`config.mk`:
```
export PLATFORM = sky130hd
export DESIGN_NAME = step_counter
export DESIGN_NICKNAME = d
export VERILOG_FILES = /design/src/hdl/besm_bus_pkg.sv /design/src/hdl/step_counter.sv
export SDC_FILE = /design/constraint.sdc
export NUM_CORES = 1
export LEC_CHECK = 0
export ABC_AREA = 1
export BUFFER_PORTS_ARGS = -buffer_cell sky130_fd_sc_hd__buf_2
export CAP_MARGIN = 20
export CORE_AREA = 2 2 39 41
export DETAILED_ROUTE_END_ITERATION = 12
export DIE_AREA = 0 0 41 43
export GPL_TIMING_DRIVEN = 0
export PLACE_DENSITY = 0.41
export SYNTH_ARGS = -nofsm -noshare
export SYNTH_HDL_FRONTEND = slang
export SYNTH_SLANG_ARGS = --single-unit
```
`constraint.sdc`:
```
create_clock -name clk -period 1.8 [get_ports clk]
set_input_delay 0.27 -clock clk [delete_from_list [all_inputs] [get_ports clk]]
set_output_delay 0.27 -clock clk [all_outputs]
set_load 0.01 [all_outputs]
```
`src/hdl/besm_bus_pkg.sv`:
```
package besm_bus_pkg;

    localparam int WORD_W    = 64;              // Machine word width
    localparam int ADDR_W    = 10;              // Memory address width
    localparam int MEM_WORDS = 1024;            // Memory depth in words

    localparam int STEP_W = 3;                  // Step counter width
    localparam logic [STEP_W-1:0] STEP_MAX = 7; // Idle value where the counter saturates

    localparam int SEM_BIT = 55;                // Semaphore bit set by RDMWR

    typedef logic [WORD_W-1:0] word_t;          // Data word
    typedef logic [ADDR_W-1:0] addr_t;          // Physical word address

    // Arbiter operation codes issued by the processor
    typedef enum logic [3:0] {
        OP_IDLE  = 4'd0,                        // No operation
        OP_CCRD  = 4'd1,                        // Instruction cache read
        OP_CCWR  = 4'd2,                        // Instruction cache write
        OP_DCRD  = 4'd3,                        // Operand cache read
        OP_DCWR  = 4'd4,                        // Operand cache write
        OP_RSV5  = 4'd5,                        // Reserved
        OP_RSV6  = 4'd6,                        // Reserved
        OP_RSV7  = 4'd7,                        // Reserved
        OP_FETCH = 4'd8,                        // Instruction fetch
        OP_DRD   = 4'd9,                        // Operand read
        OP_DWR   = 4'd10,                       // Operand write
        OP_RDMWR = 4'd11,                       // Atomic read-modify-write
        OP_BTRWR = 4'd12,                       // Block transfer write
        OP_BTRRD = 4'd13,                       // Block transfer read
        OP_BICLR = 4'd14,                       // Bus interrupt clear
        OP_BIRD  = 4'd15                        // Bus interrupt read
    } bus_op_t;

    // Bus I/O register file index
    typedef enum logic [1:0] {
        REG_ADDR  = 2'd0,                       // Physical address
        REG_CMD   = 2'd1,                       // Fetched instruction
        REG_RDATA = 2'd2,                       // Loaded operand
        REG_WDATA = 2'd3                        // Data to store
    } reg_index_t;

endpackage

```
`src/hdl/step_counter.sv`:
```
`timescale 1ns/1ns

module step_counter import besm_bus_pkg::*; (
    input  logic              clk,
    input  logic              reset,
    input  logic              restart,  // Request pulse
    input  logic              advance,  // Operation still running
    output logic [STEP_W-1:0] step
);

    // Parks at STEP_MAX after reset so the arbiter sees no active step
    always_ff @(posedge clk) begin
        if (reset) begin
            step <= STEP_MAX;
        end else if (restart) begin
            step <= '0;                             // First step follows the request
        end else if (advance && (step != STEP_MAX)) begin
            step <= step + 1'b1;
        end
    end

endmodule

```
==> flow_summary_export.csv, run 1 <==
group,metric,value,unit
outcome,status,"finished, final reports clean",
route,drt_iter0_markers,3,
final_layout,mostFrequentLayoutCells,"nand3_1, buf_2, inv_1",
clocking,post_cts_resized,0,
final_layout,postLayoutCoreUtil,0.1835,
clocking,holdBufCountCts,0,
setup_path,crit_path_max_incr_delay,330,ps
placed_design,placed_cells_incl_taps,47,
clocking,cts_htree_levels,1,
clocking,cts_tree,"built",
power,power.switching,69.13,uW
timing,fin_crit,1126,ps
setup_path,end_kind,"register",
synth,synth_seq_cells,3,
setup_path,r2r_setup_slack,670,ps
timing,finClkSkew,2.698,ps
timing,setup_slack,674.1,ps
final_layout,n_fill_cell,162,
timing,setup_tns,0,ps
power,ir_worst_vdd,0.2345,mV
final_layout,ff_latch_area,60.06,um2
timing,worstMarginPinSlew,151.9,ps
clocking,clock-root-buffer,"clkbuf_4",
placed_design,dpl.hpwl,280.9,um
placed_design,dpl_worst_slack,676.4,ps
clocking,numCtsBuffers,3,
route,vias,182,
global_routing,met2_usage,0.07188,
timing,finalSetupViolations,0,
synth,synth_nets,31,
hold_path,worstHoldPathType,"input pin to register",
setup_path,crit_fanout,4,
setup_path,critPathLaunchType,"register",
timing,fmax,888.2,MHz
die,die_y,43,um
die,start_util,0.1284,
route,ant_nets,0,
final_layout,reg_top3,"step x3",
power,switching_share,0.2777,
route,wl_per_cell,6.608,um
global_routing,track_usage,0.05216,
global_routing,grt_pass1_wl,586,um
clocking,clkSinkCount,3,
placed_design,gpl.final_weighted_congestion,0.6521,
timing,rsz0062_at_grt,"false",
final_layout,drive_gt1_frac,0.3429,
placed_design,numPortBuffers,6,
power,seqPwrFrac,0.321,
global_routing,grt_use_met1,0.05449,
timing,hold_violations,0,
final_layout,regMostFlops,"step",
synth,synthDistinctLibCells,9,
setup_path,path_cells,"ha_1, ha_1, inv_2, nand2_2, nand3_1, nand3_1",
clocking,clk_latency,230,ps
synth,syn_area,177.7,um2
die,placement_rows,14,
flow_run,drv_cap,0,
synth,syn_avg_cell_area,7.107,um2
power,clkPwrFrac,0.474,
route,drtPass1Iterations,2,
global_routing,grt_busiest_layer,"met2",
final_layout,multi_input_area,95.09,um2
route,route.detailed.drc,0,
timing,post-route-period-util,0.6255,
global_routing,grt_remaining_overflow,0,
setup_path,criticalPathCategory,"register to register",
power,p_int,179.8,uW
power,leakage,0.0001342,uW
clocking,postCtsSetupBuffers,0,
route,drt_wl_total,337,um
final_layout,instances_no_fill,51,
global_routing,grt_pass1_vias,162,
die,core-area,1384,um2
die,pin_count,7,
setup_path,cpLargestDelayFamily,"adder cells",
clocking,max-clock-path-buffers,2,
power,p_comb_frac,0.205,
timing,slew_headroom,0.8988,
final_layout,n_antenna_cell,0,
setup_path,critPathBufInv,1,
synth,ys_seq_area_frac,0.3380,
power,power_density,980.1,nW/um2
final_layout,nNetsFinal,42,
global_routing,use_met3,0.01571,
power,power,248.9,uW
synth,synth_cells,25,
global_routing,grt_max_degree,5,
synth,ys_warn_count,0,
setup_path,critPathSlowestCell,"dfxtp_1",
final_layout,largest_reg_flops,3,
setup_path,crit_required,1920,ps
global_routing,antenna_found_initial,0,
route,vias_per_cell,3.569,
clocking,clk_pin_slew,40,ps
timing,drv_slew,0,
die,die-area,1763,um2
setup_path,arrival,1240,ps
final_layout,synthToLayoutAreaGrowth,42.96,%
die,die_w,41,um
==> worst paths after layout <==
kind                        start                   end  depth (start not counted)
max          step[0]$_SDFFE_PP1P_  step[1]$_SDFFE_PP1P_                          6
min                         reset  step[0]$_SDFFE_PP1P_                          3
max reg2reg  step[0]$_SDFFE_PP1P_  step[1]$_SDFFE_PP1P_                          6
min reg2reg  step[2]$_SDFFE_PP1P_  step[2]$_SDFFE_PP1P_                          2
==> cells by family (layout without fill, tap and decap cells) <==
| logic type | count (synthesis) | after routing | synth area share |
|---|---|---|---|
| flops | 3 | 3 | 0.3380 |
| simple gates | 14 | 14 | 0.3944 |
| fa+ha+maj | 2 | 2 | 0.1408 |
| buf+inv | 6 | 16 | 0.1268 |
==> cell type report <==
type / instances / area share
clock buffer: 4 / 0.1034
inverter: 6 / 0.08867
multi-input combinational: 16 / 0.3744
sequential: 3 / 0.2365
tap: 16 / 0.07882
timing repair buffer: 6 / 0.1182
==> power by group through the flow <==
stage	clock network, uW	logic (uW)	registers, uW
global route	132	60.4	80.9
floorplan	0	32.4	83.7
global placement	0	51.3	81.6
detailed placement	0	51.8	81.0
CTS	122	51.9	80.0
finish	118	51.1	79.9
==> layer usage <==
metal	share of wire	vias up
li1	-	97
met1	0.45	76
met2	0.42	6
met3	0.068	3
met4	0.050	0
met5	0	-
==> through the flow <==
step / hold slack, ps / cell area (um2)
3_3_place_gp: 513.0 / 227.7
6_report: 275.5 / 254.0
3_5_place_dp: 501.8 / 227.7
2_1_floorplan: 401.4 / 177.7
5_1_grt: 290.9 / 254.0
4_1_cts: 268.2 / 254.0
==> Yosys cell counts (all sizes together) <==
library cell	number	share of area
nor2	4	0.13
nand3	6	0.17
inv	6	0.13
nand2	4	0.099
dfxtp	3	0.34
ha	2	0.14
==> worst min-delay path, delay by kind of cell <==
| kind | cells | cell delay (ps) |
|---|---|---|
| buffers and inverters | 2 | 130 |
| AND/OR/NAND/NOR | 1 | 80 |
(Power assumes the default switching activity.)
==> run 2: changes to the inputs <==
clock period = 1.1 ns   (was 1.8 ns; I/O delays follow)
==> run 2 against run 1 <==
Effect of this change: worst hold slack got worse by 110 ps; combinational power up 100%; non-clock buffer count is 1 higher; worst setup slack worse by 640 ps; final area grew 9.9%; core utilization is 1.8 points higher; via count grew 3.3%.
==> flow_summary_export.csv, run 2 (synthesis results as in run 1) <==
group,metric,value,unit
outcome,status,"finished, final reports clean",
timing,finalSetupViolations,0,
clocking,cts_tree,"built",
final_layout,largest_reg_flops,3,
timing,hold_violations,0,
global_routing,antenna_found_initial,0,
setup_path,reg2regPathDepth,6,
clocking,holdBufCountCts,0,
setup_path,crit_required,1280,ps
global_routing,grt_pass1_wl,662,um
clocking,clk_latency,240,ps
timing,fin_crit,1063,ps
die,die_y,43,um
setup_path,critPathLaunchType,"register",
final_layout,regMostFlops,"step",
global_routing,grt_max_degree,5,
power,seqPwrFrac,0.308,
route,drt_iter0_markers,2,
route,vias_per_cell,3.615,
final_layout,drive_gt1_frac,0.4722,
clocking,cts_htree_levels,1,
die,die-area,1763,um2
final_layout,n_fill_cell,162,
clocking,clock-root-buffer,"clkbuf_4",
setup_path,reg2reg_from,"step[1]$_SDFFE_PP1P_",
setup_path,r2r_setup_slack,40,ps
setup_path,reg2reg_to,"step[2]$_SDFFE_PP1P_",
setup_path,endpoint,"step[2]$_SDFFE_PP1P_",
final_layout,mostFrequentLayoutCells,"nand3_1, buf_2, inv_1",
power,p_comb_frac,0.233,
timing,fmax,940.9,MHz
setup_path,arrival,1240,ps
final_layout,reg_top3,"step x3",
placed_design,gpl.final_weighted_congestion,0.6716,
final_layout,n_antenna_cell,0,
power,switching_share,0.2907,
timing,slew_headroom,0.8855,
route,route.detailed.drc,0,
placed_design,dpl_worst_slack,-18.12,ps
timing,finClkSkew,0.9315,ps
global_routing,grt_remaining_overflow,0,
power,power_density,1563,nW/um2
setup_path,crit_fanout,3,
die,placement_rows,14,
timing,post-route-period-util,0.9662,
final_layout,fin_area,279.0,um2
placed_design,placed_cells_incl_taps,47,
setup_path,end_kind,"register",
route,drtPass1Iterations,4,
route,vias,188,
timing,drv_slew,0,
timing,worstMarginPinSlew,171.6,ps
timing,worst_hold_slack,162.9,ps
clocking,numCtsBuffers,3,
placed_design,dpl.hpwl,291.3,um
final_layout,synthToLayoutAreaGrowth,57.04,%
route,wl_per_cell,8.019,um
clocking,clk_pin_slew,40,ps
die,start_util,0.1284,
final_layout,instances_no_fill,52,
route,ant_nets,0,
die,die_w,41,um
power,power.switching,126.7,uW
setup_path,criticalPathCategory,"register to register",
power,p_int,309.3,uW
hold_path,worstHoldPathType,"input pin to register",
placed_design,numPortBuffers,6,
final_layout,nNetsFinal,43,
clocking,max-clock-path-buffers,2,
global_routing,grt_pass1_vias,161,
power,leakage,0.0001374,uW
power,power,436.0,uW
clocking,clkSinkCount,3,
setup_path,cp-startpoint,"step[1]$_SDFFE_PP1P_",
die,core-area,1384,um2
route,drt_wl_total,417,um
power,clkPwrFrac,0.459,
flow_run,drv_cap,0,
global_routing,track_usage,0.06212,
placed_design,dpl-instance-area,229.0,um2
power,ir_worst_vdd,0.6111,mV
die,pin_count,7,
timing,setup_slack,37.18,ps
## run 2: cell count changes in the layout (fill, tap and decap cells not counted), sizes merged
| cell | delta |
|---|---|
| buf | +1 |
## run 2: area by class of cell
cell class / instances / area (um2) / share of cell area
Multi-Input combinational cell: 16 / 110.1 / 0.3946
Sequential cell: 3 / 62.56 / 0.2242
Timing Repair Buffer: 7 / 37.54 / 0.1345
Clock buffer: 4 / 26.28 / 0.09417
Inverter: 6 / 22.52 / 0.08072
Tap cell: 16 / 20.02 / 0.07175
## run 2: stage by stage
step | setup TNS (ps) | util
final | 0 | 0.2016
after global routing | -0.9411 | 0.2016
after CTS | 0 | 0.1917
after detailed placement | -33.21 | 0.1655
after global placement | -26.58 | 0.1655
after floorplan | 0 | -
## run 2: power by group through the flow
stage	registers (uW)	clock network, uW	logic, uW
detailed placement	134	0	84.3
global route	136	226	114
finish	134	200	102
floorplan	138	0	53.0
global placement	134	0	84.1
CTS	131	209	92.5
## run 2: how the worst min path moves through the flow
stage	startpoint	cells after the start	slack [ps]	end
floorplan	reset	2	300	step[0]$_SDFFE_PP1P_
global placement	reset	3	410	step[2]$_SDFFE_PP1P_
detailed placement	reset	3	410	step[1]$_SDFFE_PP1P_
CTS	reset	3	160	step[1]$_SDFFE_PP1P_
global route	reset	3	170	step[1]$_SDFFE_PP1P_
finish	reset	3	160	step[1]$_SDFFE_PP1P_
## run 2: repair_timing
action                                 CTS  global route
setup endpoints to repair                3             3
endpoints found under the hold margin    0             0
resized for setup                        1             3
buffers inserted                         1             0
gates cloned                             0             0
pin swaps                                0             4
## run 2: worst max-delay path, stage by stage (launching register included)
cell     delay, ps
dfxtp_2        320
ha_2           190
ha_4           250
inv_1           30
nor2_1          90
nand2_1         60
nand3_1         60
## run 2: layer usage
layer / wire (um) / share of wire / up-vias / GRT usage
met5: 0 / 0 / - / 0
met4: 0 / 0 / 0 / 0.04000
met3: 52 / 0.12 / 0 / 0.06283
met2: 202 / 0.48 / 6 / 0.07813
met1: 162 / 0.39 / 84 / 0.06070
li1: - / - / 98 / -
