[config.mk]
export PLATFORM = sky130hd
export DESIGN_NAME = bus_arbiter_flat
export DESIGN_NICKNAME = d
export VERILOG_FILES = /design/src/hdl/besm_bus_pkg.sv /design/src/hdl/bus_ctrl_if.sv /design/src/hdl/bus_arbiter.sv /design/src/flat_wrapper.sv
export SDC_FILE = /design/constraint.sdc
export NUM_CORES = 1
export LEC_CHECK = 0
export BUFFER_PORTS_ARGS = -buffer_cell sky130_fd_sc_hd__buf_2
export CAP_MARGIN = 25
export CORE_AREA = 2 2 39 41
export CTS_BUF_LIST = sky130_fd_sc_hd__clkbuf_16
export DETAILED_ROUTE_END_ITERATION = 6
export DIE_AREA = 0 0 41 43
export MAX_ROUTING_LAYER = met4
export SLEW_MARGIN = 20
export SYNTH_ARGS = -nofsm -noshare
export SYNTH_HDL_FRONTEND = slang
export SYNTH_SLANG_ARGS = --single-unit
[constraint.sdc]
create_clock -name clk -period 4.4 [get_ports clk]
set_input_delay 1.32 -clock clk [delete_from_list [all_inputs] [get_ports clk]]
set_output_delay 1.32 -clock clk [all_outputs]
set_load 0.05 [all_outputs]
[src/hdl/besm_bus_pkg.sv]
package besm_bus_pkg;

    localparam int WORD_W    = 64;              // Machine word width
    localparam int ADDR_W    = 10;              // Memory address width
    localparam int MEM_WORDS = 1024;            // Memory depth in words

    localparam int STEP_W = 3;                  // Step counter width
    localparam logic [STEP_W-1:0] STEP_MAX = 7; // Idle value where the counter saturates

    localparam int SEM_BIT = 55;                // Semaphore bit set by RDMWR

    typedef logic [WORD_W-1:0] word_t;          // Data word
    typedef logic [ADDR_W-1:0] addr_t;          // Physical word address

    // Arbiter operation codes issued by the processor
    typedef enum logic [3:0] {
        OP_IDLE  = 4'd0,                        // No operation
        OP_CCRD  = 4'd1,                        // Instruction cache read
        OP_CCWR  = 4'd2,                        // Instruction cache write
        OP_DCRD  = 4'd3,                        // Operand cache read
        OP_DCWR  = 4'd4,                        // Operand cache write
        OP_RSV5  = 4'd5,                        // Reserved
        OP_RSV6  = 4'd6,                        // Reserved
        OP_RSV7  = 4'd7,                        // Reserved
        OP_FETCH = 4'd8,                        // Instruction fetch
        OP_DRD   = 4'd9,                        // Operand read
        OP_DWR   = 4'd10,                       // Operand write
        OP_RDMWR = 4'd11,                       // Atomic read-modify-write
        OP_BTRWR = 4'd12,                       // Block transfer write
        OP_BTRRD = 4'd13,                       // Block transfer read
        OP_BICLR = 4'd14,                       // Bus interrupt clear
        OP_BIRD  = 4'd15                        // Bus interrupt read
    } bus_op_t;

    // Bus I/O register file index
    typedef enum logic [1:0] {
        REG_ADDR  = 2'd0,                       // Physical address
        REG_CMD   = 2'd1,                       // Fetched instruction
        REG_RDATA = 2'd2,                       // Loaded operand
        REG_WDATA = 2'd3                        // Data to store
    } reg_index_t;

endpackage

[src/hdl/bus_ctrl_if.sv]
`timescale 1ns/1ns

// Strobes from the arbiter to the register file and the memory
interface bus_ctrl_if import besm_bus_pkg::*; ();

    reg_index_t arx;    // Register select
    logic       ecx;    // Register port enable
    logic       wrx;    // Load memory word into selected register
    logic       astb;   // Latch REG_ADDR into memory address
    logic       rd;     // Memory read
    logic       wr;     // Memory write

    modport arbiter (
        output arx,
        output ecx,
        output wrx,
        output astb,
        output rd,
        output wr
    );

    modport data (
        input  arx,
        input  ecx,
        input  wrx,
        input  astb,
        input  rd,
        input  wr
    );

endinterface

[src/hdl/bus_arbiter.sv]
`timescale 1ns/1ns

module bus_arbiter import besm_bus_pkg::*; (
    input  logic              clk,
    input  logic              reset,
    input  logic              request,  // One-cycle start pulse
    input  bus_op_t           opcode,   // Held until done
    input  logic [STEP_W-1:0] step,     // Cycles since request
    bus_ctrl_if.arbiter       ctrl,     // Strobes to data blocks
    output logic              atomic,   // RDMWR in progress
    output logic              block,    // Block transfer op enables address increment
    output logic              done      // No operation running
);

    // One row of the strobe table
    typedef struct packed {
        reg_index_t arx;
        logic       ecx;
        logic       wrx;
        logic       astb;
        logic       rd;
        logic       wr;
        logic       done;
    } strobe_t;

    localparam strobe_t S_IDLE = '{REG_RDATA, 1'b0, 1'b0, 1'b0, 1'b0, 1'b0, 1'b1};

    strobe_t s;                         // Strobes for current step
    logic    block_mode;                // Previous op was a block transfer
    logic    block_op;                  // Current op is a block transfer

    assign block_op = (opcode == OP_BTRWR) || (opcode == OP_BTRRD);
    assign block    = block_op;         // Address moves on after every block transfer
    assign atomic   = (opcode == OP_RDMWR);

    // Flag follows the opcode while idle so any other op ends block mode
    always_ff @(posedge clk) begin
        if (reset) begin
            block_mode <= 1'b0;
        end else if (done && !request) begin
            block_mode <= block_op;
        end
    end

    always_comb begin
        s = S_IDLE;                     // Done once the steps run out
        if (!request) begin             // Step value is stale on the request cycle
            case (opcode)
                OP_FETCH: begin
                    case (step)
                        0: s = '{REG_ADDR,  1'b1, 1'b0, 1'b1, 1'b0, 1'b0, 1'b0}; // Send address
                        1: s = '{REG_CMD,   1'b1, 1'b0, 1'b0, 1'b1, 1'b0, 1'b0}; // Read word
                        2: s = '{REG_CMD,   1'b1, 1'b1, 1'b0, 1'b0, 1'b0, 1'b0}; // Load CMD
                        default: ;
                    endcase
                end
                OP_DRD: begin
                    case (step)
                        0: s = '{REG_ADDR,  1'b1, 1'b0, 1'b1, 1'b0, 1'b0, 1'b0}; // Send address
                        1: s = '{REG_RDATA, 1'b1, 1'b0, 1'b0, 1'b1, 1'b0, 1'b0}; // Read word
                        2: s = '{REG_RDATA, 1'b1, 1'b1, 1'b0, 1'b0, 1'b0, 1'b0}; // Load RDATA
                        default: ;
                    endcase
                end
                OP_DWR: begin
                    case (step)
                        0: s = '{REG_ADDR,  1'b1, 1'b0, 1'b1, 1'b0, 1'b0, 1'b0}; // Send address
                        1: s = '{REG_WDATA, 1'b1, 1'b0, 1'b0, 1'b0, 1'b0, 1'b0}; // Present data
                        2: s = '{REG_WDATA, 1'b1, 1'b0, 1'b0, 1'b0, 1'b1, 1'b0}; // Write word
                        default: ;
                    endcase
                end
                OP_RDMWR: begin
                    // Old word lands in RDATA and goes back with the semaphore set
                    case (step)
                        0: s = '{REG_ADDR,  1'b1, 1'b0, 1'b1, 1'b0, 1'b0, 1'b0}; // Send address
                        1: s = '{REG_RDATA, 1'b1, 1'b0, 1'b0, 1'b1, 1'b0, 1'b0}; // Read word
                        2: s = '{REG_RDATA, 1'b1, 1'b1, 1'b0, 1'b0, 1'b0, 1'b0}; // Load RDATA
                        3: s = '{REG_RDATA, 1'b1, 1'b0, 1'b0, 1'b0, 1'b0, 1'b0}; // Present RDATA
                        4: s = '{REG_RDATA, 1'b1, 1'b0, 1'b0, 1'b0, 1'b1, 1'b0}; // Write back
                        default: ;
                    endcase
                end
                OP_BTRWR: begin
                    if (block_mode) begin                                      // No address phase
                        case (step)
                            0: s = '{REG_WDATA, 1'b1, 1'b0, 1'b0, 1'b0, 1'b0, 1'b0};
                            1: s = '{REG_WDATA, 1'b1, 1'b0, 1'b0, 1'b0, 1'b1, 1'b0};
                            default: ;
                        endcase
                    end else begin
                        case (step)
                            0: s = '{REG_ADDR,  1'b1, 1'b0, 1'b1, 1'b0, 1'b0, 1'b0};
                            1: s = '{REG_WDATA, 1'b1, 1'b0, 1'b0, 1'b0, 1'b0, 1'b0};
                            2: s = '{REG_WDATA, 1'b1, 1'b0, 1'b0, 1'b0, 1'b1, 1'b0};
                            default: ;
                        endcase
                    end
                end
                OP_BTRRD: begin
                    if (block_mode) begin                                      // Next word
                        case (step)
                            0: s = '{REG_RDATA, 1'b1, 1'b0, 1'b0, 1'b1, 1'b0, 1'b0};
                            1: s = '{REG_RDATA, 1'b1, 1'b1, 1'b0, 1'b0, 1'b0, 1'b0};
                            default: ;
                        endcase
                    end else begin
                        case (step)
                            0: s = '{REG_ADDR,  1'b1, 1'b0, 1'b1, 1'b0, 1'b0, 1'b0};
                            1: s = '{REG_RDATA, 1'b1, 1'b0, 1'b0, 1'b1, 1'b0, 1'b0};
                            2: s = '{REG_RDATA, 1'b1, 1'b1, 1'b0, 1'b0, 1'b0, 1'b0};
                            default: ;
                        endcase
                    end
                end
                default: ;              // Cache and interrupt ops finish at once
            endcase
        end
    end

    assign ctrl.arx  = s.arx;
    assign ctrl.ecx  = s.ecx;
    assign ctrl.wrx  = s.wrx;
    assign ctrl.astb = s.astb;
    assign ctrl.rd   = s.rd;
    assign ctrl.wr   = s.wr;
    assign done      = s.done;

endmodule

[src/flat_wrapper.sv]
// flat-port wrapper written by rule: the top's interface ports become plain ports
module bus_arbiter_flat import besm_bus_pkg::*;
  (clk, reset, request, opcode, step, atomic, block, done, ctrl_arx, ctrl_ecx, ctrl_wrx, ctrl_astb, ctrl_rd, ctrl_wr);
  bus_ctrl_if ctrl_i ();
  input  logic clk;
  input  logic reset;
  input  logic request;
  input  bus_op_t opcode;
  input  logic [STEP_W-1:0] step;
  output logic atomic;
  output logic block;
  output logic done;
  output wire logic [$bits(ctrl_i.arx)-1:0] ctrl_arx;
  output wire logic [$bits(ctrl_i.ecx)-1:0] ctrl_ecx;
  output wire logic [$bits(ctrl_i.wrx)-1:0] ctrl_wrx;
  output wire logic [$bits(ctrl_i.astb)-1:0] ctrl_astb;
  output wire logic [$bits(ctrl_i.rd)-1:0] ctrl_rd;
  output wire logic [$bits(ctrl_i.wr)-1:0] ctrl_wr;
  assign ctrl_arx = ctrl_i.arx;
  assign ctrl_ecx = ctrl_i.ecx;
  assign ctrl_wrx = ctrl_i.wrx;
  assign ctrl_astb = ctrl_i.astb;
  assign ctrl_rd = ctrl_i.rd;
  assign ctrl_wr = ctrl_i.wr;
  bus_arbiter u_core (.clk(clk), .reset(reset), .request(request), .opcode(opcode), .step(step), .ctrl(ctrl_i), .atomic(atomic), .block(block), .done(done));
endmodule
==> results.ini <==
[placement]
portBuffers=19
dpl.hpwl_um=926
place_area_um2=518
place_congestion=0.825

[critical_path]
arrival_ns=2.69
path_class=in -> out
ff2ff_path_depth=4
reg2reg_to=u_core.block_mode
slowest_delay_ns=0.39
worstPathRequired_ns=3.08
critical_path.top_delay_family=simple AND/OR/NAND/NOR gates
path_cells=buf_2 -> and4bb_2 -> nor2_1 -> or4_1 -> a21oi_1 -> buf_2
cp-end-kind=output pin
cp_max_fo=13
crit_path_frequent_cell=buf_2
crit_buf_inv=2
critical-path-slowest-cell=or4_1
reg2reg_slack_ns=3.37
critPathLaunchType=primary input
r2r-start=u_core.block_mode

[final_layout]
regMostFlops=u_core.block_mode
reg_top3=u_core.block_mode (1)
final_area_um2=518
diodes=0
largest_register_ffs=1
drive_gt1_frac=0.380
synthToLayoutAreaGrowth_pct=27.0
final_cell_mix=buf_2 (19), nand2_1 (8), a21oi_1 (8), o21ai_0 (6), nor2_1 (5)
nNetsFinal=91
final_common_cell=buf_2

[timing]
maxSlewViolCount=0
finalCritPeriodShare=0.910
fmax_mhz=250
grt_setup_unrepaired=no
min_period_ns=4.01
clock_skew_ns=0
finalHoldViolCount=0
slew_headroom=0.719
setup_viol=0
tightest_slew_ns=0.417
finalSetupTns_ns=0

[global_route]
grt_pass1_vias=419
grt_util_all_layers=0.138
grt_overflow=0
antenna_found_initial=0
grt_pass1_wl_um=1800
grt_max_degree=14

[die]
boundaryPins=20
start_util=0.295
die_area_um2=1760
dieHeight_um=43
die_w_um=41
core_um2=1380
num_rows=14

[synthesis]
synth_seq_cells=1
ys_seq_area_frac=0.0491
synth-adder-area-share=0
synthFlopType=dfxtp_1
syn_area_per_cell_um2=6.28
synthMuxAreaShare=0
synthDistinctLibCells=31
synth_top_family_by_area=simple AND/OR/NAND/NOR gates
synth_area_um2=408
synthesis.instances=65
synth_edf_count=0
synth_compound_gate_area_share=0.374
synth_fp_nets=75
synth_async_sr_flop_share=0
post_synth_and_or_nand_nor_area_fraction=0.469
synthXorXnorAreaFrac=0
synth_warnings=0

[worst_hold_path]
hold_class=reg -> reg
min_path_cells=2
whs_endpoint=u_core.block_mode
hold_start=u_core.block_mode

[outcome]
status=complete, no violations

[cts]
post_cts_buffers=0
holdBufCountCts=0
cts_resized=0
clock_latency_ns=0
clk_pin_slew_ns=0

[run]
cap_violations=0

[power]
p_leak_nw=0.201
power_density_nw_per_um2=99.2
irDropWorstVdd_v=0.0000334

[detailed_routing]
wl_per_cell_um=12.8
avgViaCountPerCell=5.62
vias=534
dr.pass1.iters=4
detail-route-antenna-nets=0
drcViolationCount=0
wl_um=1210
drt_iter0_markers=16

-- layer usage --
layer  GRT usage  wire length (um)
met1       0.203               551
met2       0.222               598
met3           0                61
met4           0                 0
met5           -                 0
-- cell usage after synthesis, types with 2 or more instances --
master / instances / share of area
a21oi_1: 8 / 0.098
nand2_1: 8 / 0.074
nor2_1: 6 / 0.055
o21ai_0: 6 / 0.074
inv_1: 3 / 0.028
and2_1: 2 / 0.031
buf_2: 2 / 0.025
clkbuf_1: 2 / 0.018
nand2b_1: 2 / 0.031
nand3_1: 2 / 0.025
nor2b_1: 2 / 0.031
nor4b_1: 2 / 0.043
or2_2: 2 / 0.031
-- final cells by class --
class	instances	area, um^2
fill	164	866
multi-input combinational	55	368
timing repair buffer	19	95.1
sequential	1	20.0
tap	16	20.0
inverter	4	15.0
-- where the power goes --
group          switching, mW  internal [mW]  total [mW]
sequential           0.00159        0.00976      0.0113
combinational         0.0266         0.0134      0.0401
clock                      0              0           0
total                 0.0282         0.0232      0.0514
-- per-stage QoR --
step | hold WS, ns | utilization | power [mW] | setup WS (ns) | std cells
2_1_floorplan | 0.580 | - | 0.0407 | 0.0320 | 65
3_3_place_gp | 0.644 | 0.374 | 0.0507 | 0.400 | 95
3_5_place_dp | 0.657 | 0.374 | 0.0514 | 0.381 | 95
4_1_cts | 0.656 | 0.374 | 0.0515 | 0.380 | 95
5_1_grt | 0.697 | 0.374 | 0.0553 | 0.319 | 95
6_report | 0.654 | 0.374 | 0.0514 | 0.395 | 95
-- kinds of logic after synthesis --
kind of cell / count (synthesis)
buf+inv: 9
simple gates: 32
flops: 1
compound gates: 23
-- how the worst max path moves through the flow --
stage,startpoint,end,slack [ns],depth (start not counted)
3_3_place_gp,step[2],ctrl_wr,0.40,6
6_report,step[2],ctrl_wr,0.39,6
4_1_cts,step[2],ctrl_wr,0.38,6
2_1_floorplan,opcode[1],ctrl_rd,0.03,3
5_1_grt,opcode[2],ctrl_ecx,0.32,5
3_5_place_dp,step[2],ctrl_wr,0.38,6
-- worst reg2reg max path, cell delays in order (launching register included) --
cell and delay [ns]:
dfxtp_1 0.54, a211oi_1 0.09, nor2_1 0.09, o21ai_0 0.08, o32ai_1 0.12
(Power assumes the default switching activity.)
